**src/common/cache_geom_pkg.sv**
```systemverilog
/*
 Address geometry of the two-way data cache: word, offset and way
 widths, the default index width and the packed address breakdown.
*/

package cache_geom_pkg;

   localparam int WORD_W     = 32;
   localparam int BYTE_OFF_W = 2;
   localparam int BLK_OFF_W  = 1;           // two words per block
   localparam int BLK_WORDS  = 2 ** BLK_OFF_W;
   localparam int NUM_WAYS   = 2;

   // default set count is 2**DEF_IDX_W
   localparam int DEF_IDX_W  = 3;
   localparam int DEF_TAG_W  = WORD_W - DEF_IDX_W - BLK_OFF_W - BYTE_OFF_W;

   typedef logic way_t;                     // one bit for two ways

   // field split for the default geometry
   typedef struct packed
   {
      logic [DEF_TAG_W-1:0]  tag;
      logic [DEF_IDX_W-1:0]  idx;
      logic [BLK_OFF_W-1:0]  blkoff;
      logic [BYTE_OFF_W-1:0] bytoff;
   } dcache_addr_t;

endpackage

```
**src/common/mem_bus_pkg.sv**
```systemverilog
/*
 Data word, array write-port commands and controller state encoding
 for the data cache.
*/

package mem_bus_pkg;

   typedef logic [cache_geom_pkg::WORD_W-1:0] word_t;

   // write-port commands toward the storage arrays
   typedef struct packed
   {
      logic wr_word;                        // single word, e.g. store hit
      logic wr_fill;                        // fill word, also loads tag
      logic clr_valid;                      // invalidate entry
   } line_write_t;

   typedef enum logic [3:0]
   {
      idle,
      wback1,
      wback2,
      fill1,
      fill2,
      flush1,
      flush2,
      halted
   } ctrl_state_t;

endpackage

```
**src/common/cache_array_if.sv**
```systemverilog
/*
 Array access interface: index, way and write controls from the
 controller, per-way contents of the addressed set back from storage.
*/

interface cache_array_if
   import cache_geom_pkg::*;
   import mem_bus_pkg::*;
#(
   parameter int IDX_W = DEF_IDX_W
);
   localparam int TAG_W = WORD_W - IDX_W - BLK_OFF_W - BYTE_OFF_W;

   logic [IDX_W-1:0]                       idx;
   way_t                                   way;
   logic [BLK_OFF_W-1:0]                   word_sel;
   word_t                                  wdata;
   logic [TAG_W-1:0]                       wtag;      // tag loaded on fill
   logic                                   wr_word;
   logic                                   wr_tag;
   logic                                   set_dirty;
   logic                                   clr_valid;
   logic                                   touch;     // lru update

   logic [NUM_WAYS-1:0][TAG_W-1:0]         tag_out;
   logic [NUM_WAYS-1:0]                    valid_out;
   logic [NUM_WAYS-1:0]                    dirty_out;
   word_t [NUM_WAYS-1:0][BLK_WORDS-1:0]    data_out;
   logic                                   lru_out;

   modport ctrl (
      output idx, way, word_sel, wdata, wtag, wr_word, wr_tag, set_dirty, clr_valid, touch,
      input  tag_out, valid_out, dirty_out, data_out, lru_out
   );

   modport store (
      input  idx, way, word_sel, wdata, wtag, wr_word, wr_tag, set_dirty, clr_valid, touch,
      output tag_out, valid_out, dirty_out, data_out, lru_out
   );

   modport look (
      input tag_out, valid_out, dirty_out, data_out, lru_out
   );

endinterface

```
**src/dcache/dcache_array.sv**
```systemverilog
/*
 Tag, valid, dirty, data and LRU storage for the data cache.
 Combinational read of the addressed set, one write port.
*/

module dcache_array
   import cache_geom_pkg::*;
   import mem_bus_pkg::*;
#(
   parameter int IDX_W = DEF_IDX_W
)
(
   input logic          CLK,
   input logic          nRST,
   cache_array_if.store arr
);
   localparam int SETS  = 2 ** IDX_W;
   localparam int TAG_W = WORD_W - IDX_W - BLK_OFF_W - BYTE_OFF_W;

   logic [TAG_W-1:0]    tag_mem  [SETS][NUM_WAYS];
   word_t               data_mem [SETS][NUM_WAYS][BLK_WORDS];
   logic [NUM_WAYS-1:0] valid    [SETS];
   logic [NUM_WAYS-1:0] dirty    [SETS];
   logic                lru      [SETS];   // way to replace next

   always_ff @(posedge CLK, negedge nRST)
   begin
      if (!nRST)
      begin
         for (int s = 0; s < SETS; s++)
         begin
            valid[s] <= '0;
            dirty[s] <= '0;
            lru[s]   <= 1'b0;
         end
      end
      else
      begin
         if (arr.clr_valid)
         begin
            valid[arr.idx][arr.way] <= 1'b0;
            dirty[arr.idx][arr.way] <= 1'b0;
         end
         else
         begin
            if (arr.wr_tag)
               valid[arr.idx][arr.way] <= 1'b1;
            if (arr.set_dirty)
               dirty[arr.idx][arr.way] <= 1'b1;
            else if (arr.wr_tag)
               dirty[arr.idx][arr.way] <= 1'b0;   // fresh block from memory
         end
         if (arr.touch)
            lru[arr.idx] <= ~arr.way;             // other way now oldest
      end
   end

   always_ff @(posedge CLK)
   begin
      if (arr.wr_tag)
         tag_mem[arr.idx][arr.way] <= arr.wtag;
      if (arr.wr_word)
         data_mem[arr.idx][arr.way][arr.word_sel] <= arr.wdata;
   end

   always_comb
   begin
      for (int w = 0; w < NUM_WAYS; w++)
      begin
         arr.tag_out[w]   = tag_mem[arr.idx][w];
         arr.valid_out[w] = valid[arr.idx][w];
         arr.dirty_out[w] = dirty[arr.idx][w];
         for (int k = 0; k < BLK_WORDS; k++)
            arr.data_out[w][k] = data_mem[arr.idx][w][k];
      end
      arr.lru_out = lru[arr.idx];
   end

   // a store hit may only mark a block that is resident
   a_dirty_needs_valid: assert property (@(posedge CLK) disable iff (!nRST)
      arr.set_dirty |-> (valid[arr.idx][arr.way] || arr.wr_tag))
      else $error("set_dirty on invalid entry without fill");

endmodule

```
**src/dcache/dcache_ctrl.sv**
```systemverilog
/*
 Data cache controller: hit response, dirty victim write-back,
 two-word fill, flush walk on halt and memory request driving.
*/

module dcache_ctrl
   import cache_geom_pkg::*;
   import mem_bus_pkg::*;
#(
   parameter int IDX_W = DEF_IDX_W
)
(
   input  logic         CLK,
   input  logic         nRST,
   input  logic         mem_ren,
   input  logic         mem_wen,
   input  logic         halt,
   input  logic         mem_wait,
   input  dcache_addr_t mem_addr,
   input  word_t        mem_store,
   input  word_t        rd_data,
   input  logic         tag_hit,
   input  way_t         hit_way,
   input  way_t         victim_way,
   input  logic         victim_dirty,
   input  word_t        hit_word,
   output logic         hit,
   output logic         flushed,
   output logic         mem_rd,
   output logic         mem_wr,
   output word_t        load,
   output word_t        mem_req_addr,
   output word_t        wr_data,
   cache_array_if.ctrl  arr
);
   localparam int TAG_W = WORD_W - IDX_W - BLK_OFF_W - BYTE_OFF_W;

   ctrl_state_t          state;
   ctrl_state_t          next_state;
   way_t                 vway;           // way chosen at the miss
   logic [IDX_W:0]       flush_pos;      // {set, way}
   logic                 flush_step;
   logic [WORD_W-1:0]    req_bits;
   logic [TAG_W-1:0]     req_tag;
   logic [IDX_W-1:0]     req_idx;
   logic [BLK_OFF_W-1:0] req_blk;
   logic [IDX_W-1:0]     line_idx;
   way_t                 wb_way;
   logic [BLK_OFF_W-1:0] wb_word;
   word_t                wb_addr;
   logic                 flushing;
   logic                 flush_dirty;
   line_write_t          cmd;

   assign req_bits = mem_addr;
   assign req_tag  = req_bits[WORD_W-1 -: TAG_W];
   assign req_idx  = req_bits[BYTE_OFF_W + BLK_OFF_W +: IDX_W];
   assign req_blk  = mem_addr.blkoff;

   assign flushing    = (state == flush1) || (state == flush2);
   assign line_idx    = flushing ? flush_pos[IDX_W:1] : req_idx;
   assign wb_way      = flushing ? flush_pos[0] : vway;
   assign wb_word     = ((state == wback2) || (state == flush2)) ? 1'b1 : 1'b0;
   assign wb_addr     = {arr.tag_out[wb_way], line_idx, wb_word, {BYTE_OFF_W{1'b0}}};
   assign flush_dirty = arr.valid_out[wb_way] & arr.dirty_out[wb_way];

   assign arr.idx       = line_idx;
   assign arr.wtag      = req_tag;
   assign arr.wr_word   = cmd.wr_word | cmd.wr_fill;
   assign arr.wr_tag    = cmd.wr_fill;
   assign arr.clr_valid = cmd.clr_valid;

   always_ff @(posedge CLK, negedge nRST)
   begin
      if (!nRST)
      begin
         state     <= idle;
         vway      <= 1'b0;
         flush_pos <= '0;
      end
      else
      begin
         state <= next_state;
         if (state == idle)
         begin
            vway      <= victim_way;
            flush_pos <= '0;
         end
         else if (flush_step)
            flush_pos <= flush_pos + 1'b1;
      end
   end

   always_comb
   begin
      next_state    = state;
      flush_step    = 1'b0;
      hit           = 1'b0;
      flushed       = 1'b0;
      load          = hit_word;
      mem_rd        = 1'b0;
      mem_wr        = 1'b0;
      mem_req_addr  = '0;
      wr_data       = '0;
      cmd           = '0;
      arr.way       = wb_way;
      arr.word_sel  = wb_word;
      arr.wdata     = rd_data;
      arr.set_dirty = 1'b0;
      arr.touch     = 1'b0;

      case (state)
         idle:
         begin
            if (mem_ren || mem_wen)
            begin
               if (tag_hit)
               begin
                  hit           = 1'b1;
                  arr.way       = hit_way;
                  arr.word_sel  = req_blk;
                  arr.wdata     = mem_store;
                  arr.touch     = 1'b1;
                  cmd.wr_word   = mem_wen;
                  arr.set_dirty = mem_wen;   // clean block turns dirty too
               end
               else if (victim_dirty)
                  next_state = wback1;
               else
                  next_state = fill1;
            end
            else if (halt)
               next_state = flush1;
            else
               hit = 1'b1;
         end
         wback1, wback2:
         begin
            mem_wr       = 1'b1;
            mem_req_addr = wb_addr;
            wr_data      = arr.data_out[wb_way][wb_word];
            if (!mem_wait)
               next_state = (state == wback1) ? wback2 : fill1;
         end
         fill1:
         begin
            mem_rd       = 1'b1;
            mem_req_addr = {req_tag, req_idx, ~req_blk, {BYTE_OFF_W{1'b0}}};   // other word first
            arr.way      = vway;
            arr.word_sel = ~req_blk;
            if (!mem_wait)
            begin
               cmd.wr_fill = 1'b1;
               next_state  = fill2;
            end
         end
         fill2:
         begin
            mem_rd       = 1'b1;
            mem_req_addr = {req_tag, req_idx, req_blk, {BYTE_OFF_W{1'b0}}};
            load         = rd_data;
            arr.way      = vway;
            arr.word_sel = req_blk;
            if (!mem_wait)
            begin
               hit           = 1'b1;
               cmd.wr_fill   = 1'b1;
               arr.touch     = 1'b1;
               arr.set_dirty = mem_wen;
               if (mem_wen)
                  arr.wdata = mem_store;   // store replaces fetched word
               next_state = idle;
            end
         end
         flush1:
         begin
            if (flush_dirty)
            begin
               mem_wr       = 1'b1;
               mem_req_addr = wb_addr;
               wr_data      = arr.data_out[wb_way][wb_word];
               if (!mem_wait)
                  next_state = flush2;
            end
            else
            begin
               cmd.clr_valid = 1'b1;
               flush_step    = 1'b1;
               next_state    = (&flush_pos) ? halted : flush1;
            end
         end
         flush2:
         begin
            mem_wr       = 1'b1;
            mem_req_addr = wb_addr;
            wr_data      = arr.data_out[wb_way][wb_word];
            if (!mem_wait)
            begin
               cmd.clr_valid = 1'b1;
               flush_step    = 1'b1;
               next_state    = (&flush_pos) ? halted : flush1;
            end
         end
         halted:
         begin
            hit     = 1'b1;
            flushed = 1'b1;
         end
         default:
            next_state = idle;
      endcase
   end

   a_one_mem_req: assert property (@(posedge CLK) disable iff (!nRST)
      !(mem_rd && mem_wr))
      else $error("mem_rd and mem_wr both high");

   // address held across a stalled transfer
   a_addr_stable: assert property (@(posedge CLK) disable iff (!nRST)
      ((mem_rd || mem_wr) && mem_wait) |=> $stable(mem_req_addr))
      else $error("mem_req_addr changed while mem_wait high");

endmodule

```
**src/dcache/dcache_lookup.sv**
```systemverilog
/*
 Tag compare over both ways, hit way, victim choice and the
 read word of the hitting way.
*/

module dcache_lookup
   import cache_geom_pkg::*;
   import mem_bus_pkg::*;
#(
   parameter int IDX_W = DEF_IDX_W
)
(
   input  dcache_addr_t       req_addr,
   cache_array_if.look        arr,
   output logic               tag_hit,
   output way_t               hit_way,
   output way_t               victim_way,
   output logic               victim_dirty,
   output word_t              hit_word
);
   localparam int TAG_W = WORD_W - IDX_W - BLK_OFF_W - BYTE_OFF_W;

   logic [WORD_W-1:0]   req_bits;
   logic [TAG_W-1:0]    req_tag;
   logic [NUM_WAYS-1:0] match;

   assign req_bits = req_addr;
   assign req_tag  = req_bits[WORD_W-1 -: TAG_W];   // tag width follows IDX_W

   always_comb
   begin
      for (int w = 0; w < NUM_WAYS; w++)
         match[w] = arr.valid_out[w] && (arr.tag_out[w] == req_tag);
   end

   assign tag_hit  = |match;
   assign hit_way  = match[1];
   assign hit_word = arr.data_out[hit_way][req_addr.blkoff];

   // invalid way first, else the lru way
   always_comb
   begin
      if (!arr.valid_out[0])
         victim_way = 1'b0;
      else if (!arr.valid_out[1])
         victim_way = 1'b1;
      else
         victim_way = arr.lru_out;
   end

   assign victim_dirty = arr.valid_out[victim_way] & arr.dirty_out[victim_way];

   // no clock here, checked at the end of each time step
   always_comb
   begin
      a_unique_tag: assert final (!(&arr.valid_out) || (arr.tag_out[0] != arr.tag_out[1]))
         else $error("both ways hold the same tag");
   end

endmodule

```
**src/hdl/dcache.sv**
```systemverilog
/*
 Write-back two-way data cache, top level.
 Storage arrays, tag lookup and miss/flush controller.
*/

module dcache
   import cache_geom_pkg::*;
   import mem_bus_pkg::*;
#(
   parameter int IDX_W = DEF_IDX_W
)
(
   input  logic         CLK,
   input  logic         nRST,
   input  logic         mem_ren,
   input  logic         mem_wen,
   input  logic         halt,
   input  dcache_addr_t mem_addr,
   input  word_t        mem_store,
   input  logic         mem_wait,
   input  word_t        rd_data,
   output logic         hit,
   output logic         flushed,
   output word_t        load,
   output logic         mem_rd,
   output logic         mem_wr,
   output word_t        mem_req_addr,
   output word_t        wr_data
);
   logic  tag_hit;
   way_t  hit_way;
   way_t  victim_way;
   logic  victim_dirty;
   word_t hit_word;

   cache_array_if #(.IDX_W(IDX_W)) arr_if ();

   dcache_array #(.IDX_W(IDX_W)) array_i (
      .CLK  (CLK),
      .nRST (nRST),
      .arr  (arr_if.store)
   );

   dcache_lookup #(.IDX_W(IDX_W)) lookup_i (
      .req_addr     (mem_addr),
      .arr          (arr_if.look),
      .tag_hit      (tag_hit),
      .hit_way      (hit_way),
      .victim_way   (victim_way),
      .victim_dirty (victim_dirty),
      .hit_word     (hit_word)
   );

   dcache_ctrl #(.IDX_W(IDX_W)) ctrl_i (
      .CLK          (CLK),
      .nRST         (nRST),
      .mem_ren      (mem_ren),
      .mem_wen      (mem_wen),
      .halt         (halt),
      .mem_wait     (mem_wait),
      .mem_addr     (mem_addr),
      .mem_store    (mem_store),
      .rd_data      (rd_data),
      .tag_hit      (tag_hit),
      .hit_way      (hit_way),
      .victim_way   (victim_way),
      .victim_dirty (victim_dirty),
      .hit_word     (hit_word),
      .hit          (hit),
      .flushed      (flushed),
      .mem_rd       (mem_rd),
      .mem_wr       (mem_wr),
      .load         (load),
      .mem_req_addr (mem_req_addr),
      .wr_data      (wr_data),
      .arr          (arr_if.ctrl)
   );

endmodule

```
**config.mk**
```make
export PLATFORM = sky130hd
export DESIGN_NAME = dcache
export DESIGN_NICKNAME = d
export VERILOG_FILES = /design/src/common/cache_geom_pkg.sv /design/src/common/mem_bus_pkg.sv /design/src/common/cache_array_if.sv /design/src/dcache/dcache_array.sv /design/src/dcache/dcache_ctrl.sv /design/src/dcache/dcache_lookup.sv /design/src/hdl/dcache.sv
export SDC_FILE = /design/constraint.sdc
export NUM_CORES = 2
export LEC_CHECK = 0
export ABC_CLOCK_PERIOD_IN_PS = 5820
export BUFFER_PORTS_ARGS = -buffer_cell sky130_fd_sc_hd__buf_2
export CORE_MARGIN = 1
export CORE_UTILIZATION = 40
export DETAILED_ROUTE_END_ITERATION = 10
export GPL_ROUTABILITY_DRIVEN = 0
export PLACE_DENSITY = 0.65
export SLEW_MARGIN = 25
export SYNTH_ARGS = -nofsm -noshare
export SYNTH_HDL_FRONTEND = slang
export SYNTH_SLANG_ARGS = --single-unit
```
**constraint.sdc**
```tcl
create_clock -name CLK -period 5.82 [get_ports CLK]
set_input_delay 0.873 -clock CLK [delete_from_list [all_inputs] [get_ports CLK]]
set_output_delay 0.873 -clock CLK [all_outputs]
set_load 0.01 [all_outputs]
```
==> impl_metrics.csv <==
group,metric,value,unit
route,drt_drc_violations_left,0,
synthesis,synth_seq_cells,1488,
worst_setup_path,cp-start-kind,"flop",
clock_tree,clock_sinks,1488,
synthesis,synth-adder-area-share,0.0002045,
synthesis,synth_top_cells_by_area,"sky130_fd_sc_hd__edfxtp_1, sky130_fd_sc_hd__a22oi_1, sky130_fd_sc_hd__a222oi_1, sky130_fd_sc_hd__dfrtp_1, sky130_fd_sc_hd__mux2i_1",
worst_setup_path,setup.worst_path.end_class,"primary output",
clock_tree,path_clk_slew,0.07,ns
status,status,"finished with violations",
clock_tree,cts_made_buffers,147,
worst_setup_path,reg2reg_setup_slack,0.44,ns
status,violations,"setup timing",
final_layout,syn_to_final_growth,22.96,%
worst_setup_path,worst-endpoint-arrival,5.28,ns
power_and_ir_drop,leakage,25.16,nW
timing,hold_slack_final,0.2512,ns
placement,hpwl_detailed,127.6,mm
timing,finalClockSkew,0.04067,ns
final_layout,top_library_cells_by_usage_in_the_layout_fill_and_taps_aside,"sky130_fd_sc_hd__edfxtp_1, sky130_fd_sc_hd__buf_4, sky130_fd_sc_hd__a22oi_1",
timing,unrepaired_setup_endpoints_after_global_routing,"true",
final_layout,final_nets,4697,
route,detail_route.wirelength,207.4,mm
worst_hold_path,hold_class,"in -> async",
synthesis,synth-main-ff-cell,"sky130_fd_sc_hd__edfxtp_1",
clock_tree,cts_tree,"done",
synthesis,synth_sequential_area_ratio,0.7262,
grt,grt_start_max_net_pins,134,
synthesis,post_synth_xor_area_fraction,0.006134,
synthesis,syn_area,61200,sq um
synthesis,muxShareOfSynthArea,0.03787,
die,boundaryPins,202,
synthesis,yosysWarningCount,0,
synthesis,postSynth.asyncResetShare,0.03226,
timing,worst_slack_setup_final,-0.3344,ns
synthesis,syn_area_per_cell,15.07,sq um
die,initial_util,0.4029,
worst_setup_path,rr_startpoint,"ctrl_i.state[1]$_DFFE_PN0P_",
worst_setup_path,crit_path_start,"ctrl_i.state[1]$_DFFE_PN0P_",
grt,first_global_vias,40500,
timing,report.final.setup_viol,33,
synthesis,synth_compound_gate_area_share,0.1440,
route,drt_pre_antenna_iters,9,
synthesis,yosys.cell_types.count,106,
timing,fmaxAchievable,162.5,MHz
job,drv_cap,0,
route,post_drt_via_cell_ratio,6.353,
final_layout,most_common_cell_after_layout_fill_and_taps_aside,"sky130_fd_sc_hd__edfxtp_1",
die,vertical_die_dimension,393.1,um
clock_tree,cts.path.max_buffers,3,
synthesis,synthDominantCellAreaShare,0.7066,
timing,tns,-7.347,ns
final_layout,fin_util,0.4953,
synthesis,main_combinational_cell_family_by_area_after_synthesis,"compound AO/OA/AOI/OAI gates",
grt,globalRoute.totalOverflow,0,
synthesis,synth_area_leader_cell,"sky130_fd_sc_hd__edfxtp_1",
route,drtAntennaViolNets,0,
grt,grt_antenna_before_repair,10,
placement,placed_standard_cell_area,68460,sq um
die,die_span_x,393.1,um
synthesis,synthCells,4060,
timing,maxSlewHeadroom,0.3074,
final_layout,final_layout_size_suffix_gt1_frac,0.2596,
clock_tree,insertion_delay,0.81,ns
timing,final_min_period_over_clock_period,1.057,
die,core_area,151900,sq um
final_layout,final_cell_area,75240,sq um
synthesis,synth_enable_flop_cells,1440,
worst_setup_path,timing.critical_path.required,4.95,ns
die,fp.dieArea,154600,sq um
power_and_ir_drop,power.density,527.5,nW/um^2
grt,grt_pass1_wl,289.7,mm
timing,timing.final.max_slew_violations,0,
route,via_count,42840,
clock_tree,clock_tree.root_cell,"sky130_fd_sc_hd__clkbuf_16",
route,drt-initial-drc-count,6307,
worst_setup_path,worst-setup-path-type,"reg -> out",
timing,worst_margin_slew,1.039,ns
timing,period_minus_slack,6.154,ns
die,num_rows,143,
route,routedWlPerCell,30.76,um
synthesis,synthSimpleGateAreaFrac,0.06265,
placement,io_buffers,197,
grt,track_usage,0.2619,
clock_tree,h-tree-depth,4,
power_and_ir_drop,irDropWorstVdd,0.5231,mV
worst_setup_path,cp_max_fo,14,
timing,final-hold-violation-count,0,
-- cell type report --
type,instances,area (sq um)
Antenna cell,2,5.005
Clock buffer,185,3841
Clock inverter,81,918.4
Fill cell,12580,76660
Inverter,19,73.82
Multi-Input combinational cell,2259,16710
Sequential cell,1488,44460
Tap cell,2030,2540
Timing Repair Buffer,679,6698
-- cell usage after synthesis, types with 32 or more instances --
library cell               number
sky130_fd_sc_hd__a211oi_1      41
sky130_fd_sc_hd__nor2_1       164
sky130_fd_sc_hd__o221ai_1      43
sky130_fd_sc_hd__mux2i_1      119
sky130_fd_sc_hd__a222oi_1     134
sky130_fd_sc_hd__buf_1         32
sky130_fd_sc_hd__o21ai_0       91
sky130_fd_sc_hd__o22ai_1       57
sky130_fd_sc_hd__buf_2         49
sky130_fd_sc_hd__nand3_1      139
sky130_fd_sc_hd__nand2_1      260
sky130_fd_sc_hd__a21oi_1      229
sky130_fd_sc_hd__a22oi_1      277
sky130_fd_sc_hd__clkbuf_1     182
sky130_fd_sc_hd__a32o_1        35
sky130_fd_sc_hd__a31oi_1       55
sky130_fd_sc_hd__edfxtp_1    1440
sky130_fd_sc_hd__dfrtp_1       48
sky130_fd_sc_hd__mux2_2        72
sky130_fd_sc_hd__a22o_1        35
-- what timing repair did --
action                                  in CTS  in global routing
endpoints found under the setup margin      95                 81
cloned                                       5                  6
pin swaps                                   58                 49
setup buffers                               62                 26
hold buffers                                 0                  0
gates resized for setup                    163                103
-- critical path, cell delays in order (launching register included) --
cell and delay [ns]:
sky130_fd_sc_hd__dfrtp_2 0.48, sky130_fd_sc_hd__xnor2_4 0.21, sky130_fd_sc_hd__buf_8 0.19, sky130_fd_sc_hd__o21ai_2 0.25
sky130_fd_sc_hd__and2_2 0.41, sky130_fd_sc_hd__o221a_4 0.28, sky130_fd_sc_hd__buf_4 0.11, sky130_fd_sc_hd__nor2b_1 0.17
sky130_fd_sc_hd__o211ai_1 0.16, sky130_fd_sc_hd__nor4_4 0.33, sky130_fd_sc_hd__or4b_4 0.52, sky130_fd_sc_hd__nor2_4 0.25
sky130_fd_sc_hd__buf_12 0.21, sky130_fd_sc_hd__buf_4 0.14, sky130_fd_sc_hd__buf_6 0.09, sky130_fd_sc_hd__buf_8 0.10
sky130_fd_sc_hd__nor2_4 0.04, sky130_fd_sc_hd__a21oi_4 0.28, sky130_fd_sc_hd__a21oi_4 0.09, sky130_fd_sc_hd__buf_6 0.16
-- power by group --
group	switching, mW	internal [mW]
clock network	4.19	5.24
logic	11.3	6.41
registers	0.195	12.3
total	15.7	24.0
-- cells by family (layout without fill, tap and decap cells) --
| logic type | Yosys count | count (layout) |
|---|---|---|
| multiplexers | 217 | 217 |
| other | 1 | 4 |
| XOR/XNOR | 42 | 42 |
| AND/OR/NAND/NOR | 792 | 793 |
| flip-flops | 1488 | 1488 |
| adder cells (fa/ha/maj) | 1 | 1 |
| AO/OA/AOI/OAI | 1203 | 1204 |
| buffers and inverters | 316 | 964 |
-- registers in the layout, indices dropped and copies added (netlist names), named ones only --
name / flops
ctrl_i.flush_pos: 4
ctrl_i.state: 3
array_i.tag_mem: 416
ctrl_i.vway: 1
array_i.data_mem: 1024
array_i.lru: 8
-- routing by layer --
layer | up-vias | share of wire | track usage
li1 | 17640 | - | -
met1 | 21460 | 0.37 | 0.3467
met2 | 3179 | 0.45 | 0.3971
met3 | 550 | 0.14 | 0.07812
met4 | 8 | 0.046 | 0.1175
met5 | - | 0.00092 | 0
-- metrics by stage --
step / total power, mW / worst slack, ns / cells
6_report: 39.69 / -0.3344 / 6743
5_1_grt: 40.89 / -0.4005 / 6742
4_1_cts: 38.64 / -0.1636 / 6716
3_5_place_dp: 28.10 / -0.9184 / 6384
3_3_place_gp: 27.93 / -0.9407 / 6378
2_1_floorplan: 21.21 / -0.8730 / 4061
-- final timing paths --
path,endpoint,depth (start not counted)
min in group CLK,flop,2
setup reg to reg,array_i.data_mem[3][102]$_DFFE_PP_,22
hold / removal,asynchronous set/reset pin,2
max in group asynchronous,ctrl_i.flush_pos[2]$_DFFE_PN0P_,2
hold reg to reg,flop,2
setup / recovery,load[6],19
No activity file was read; power rests on OpenSTA's default activity.
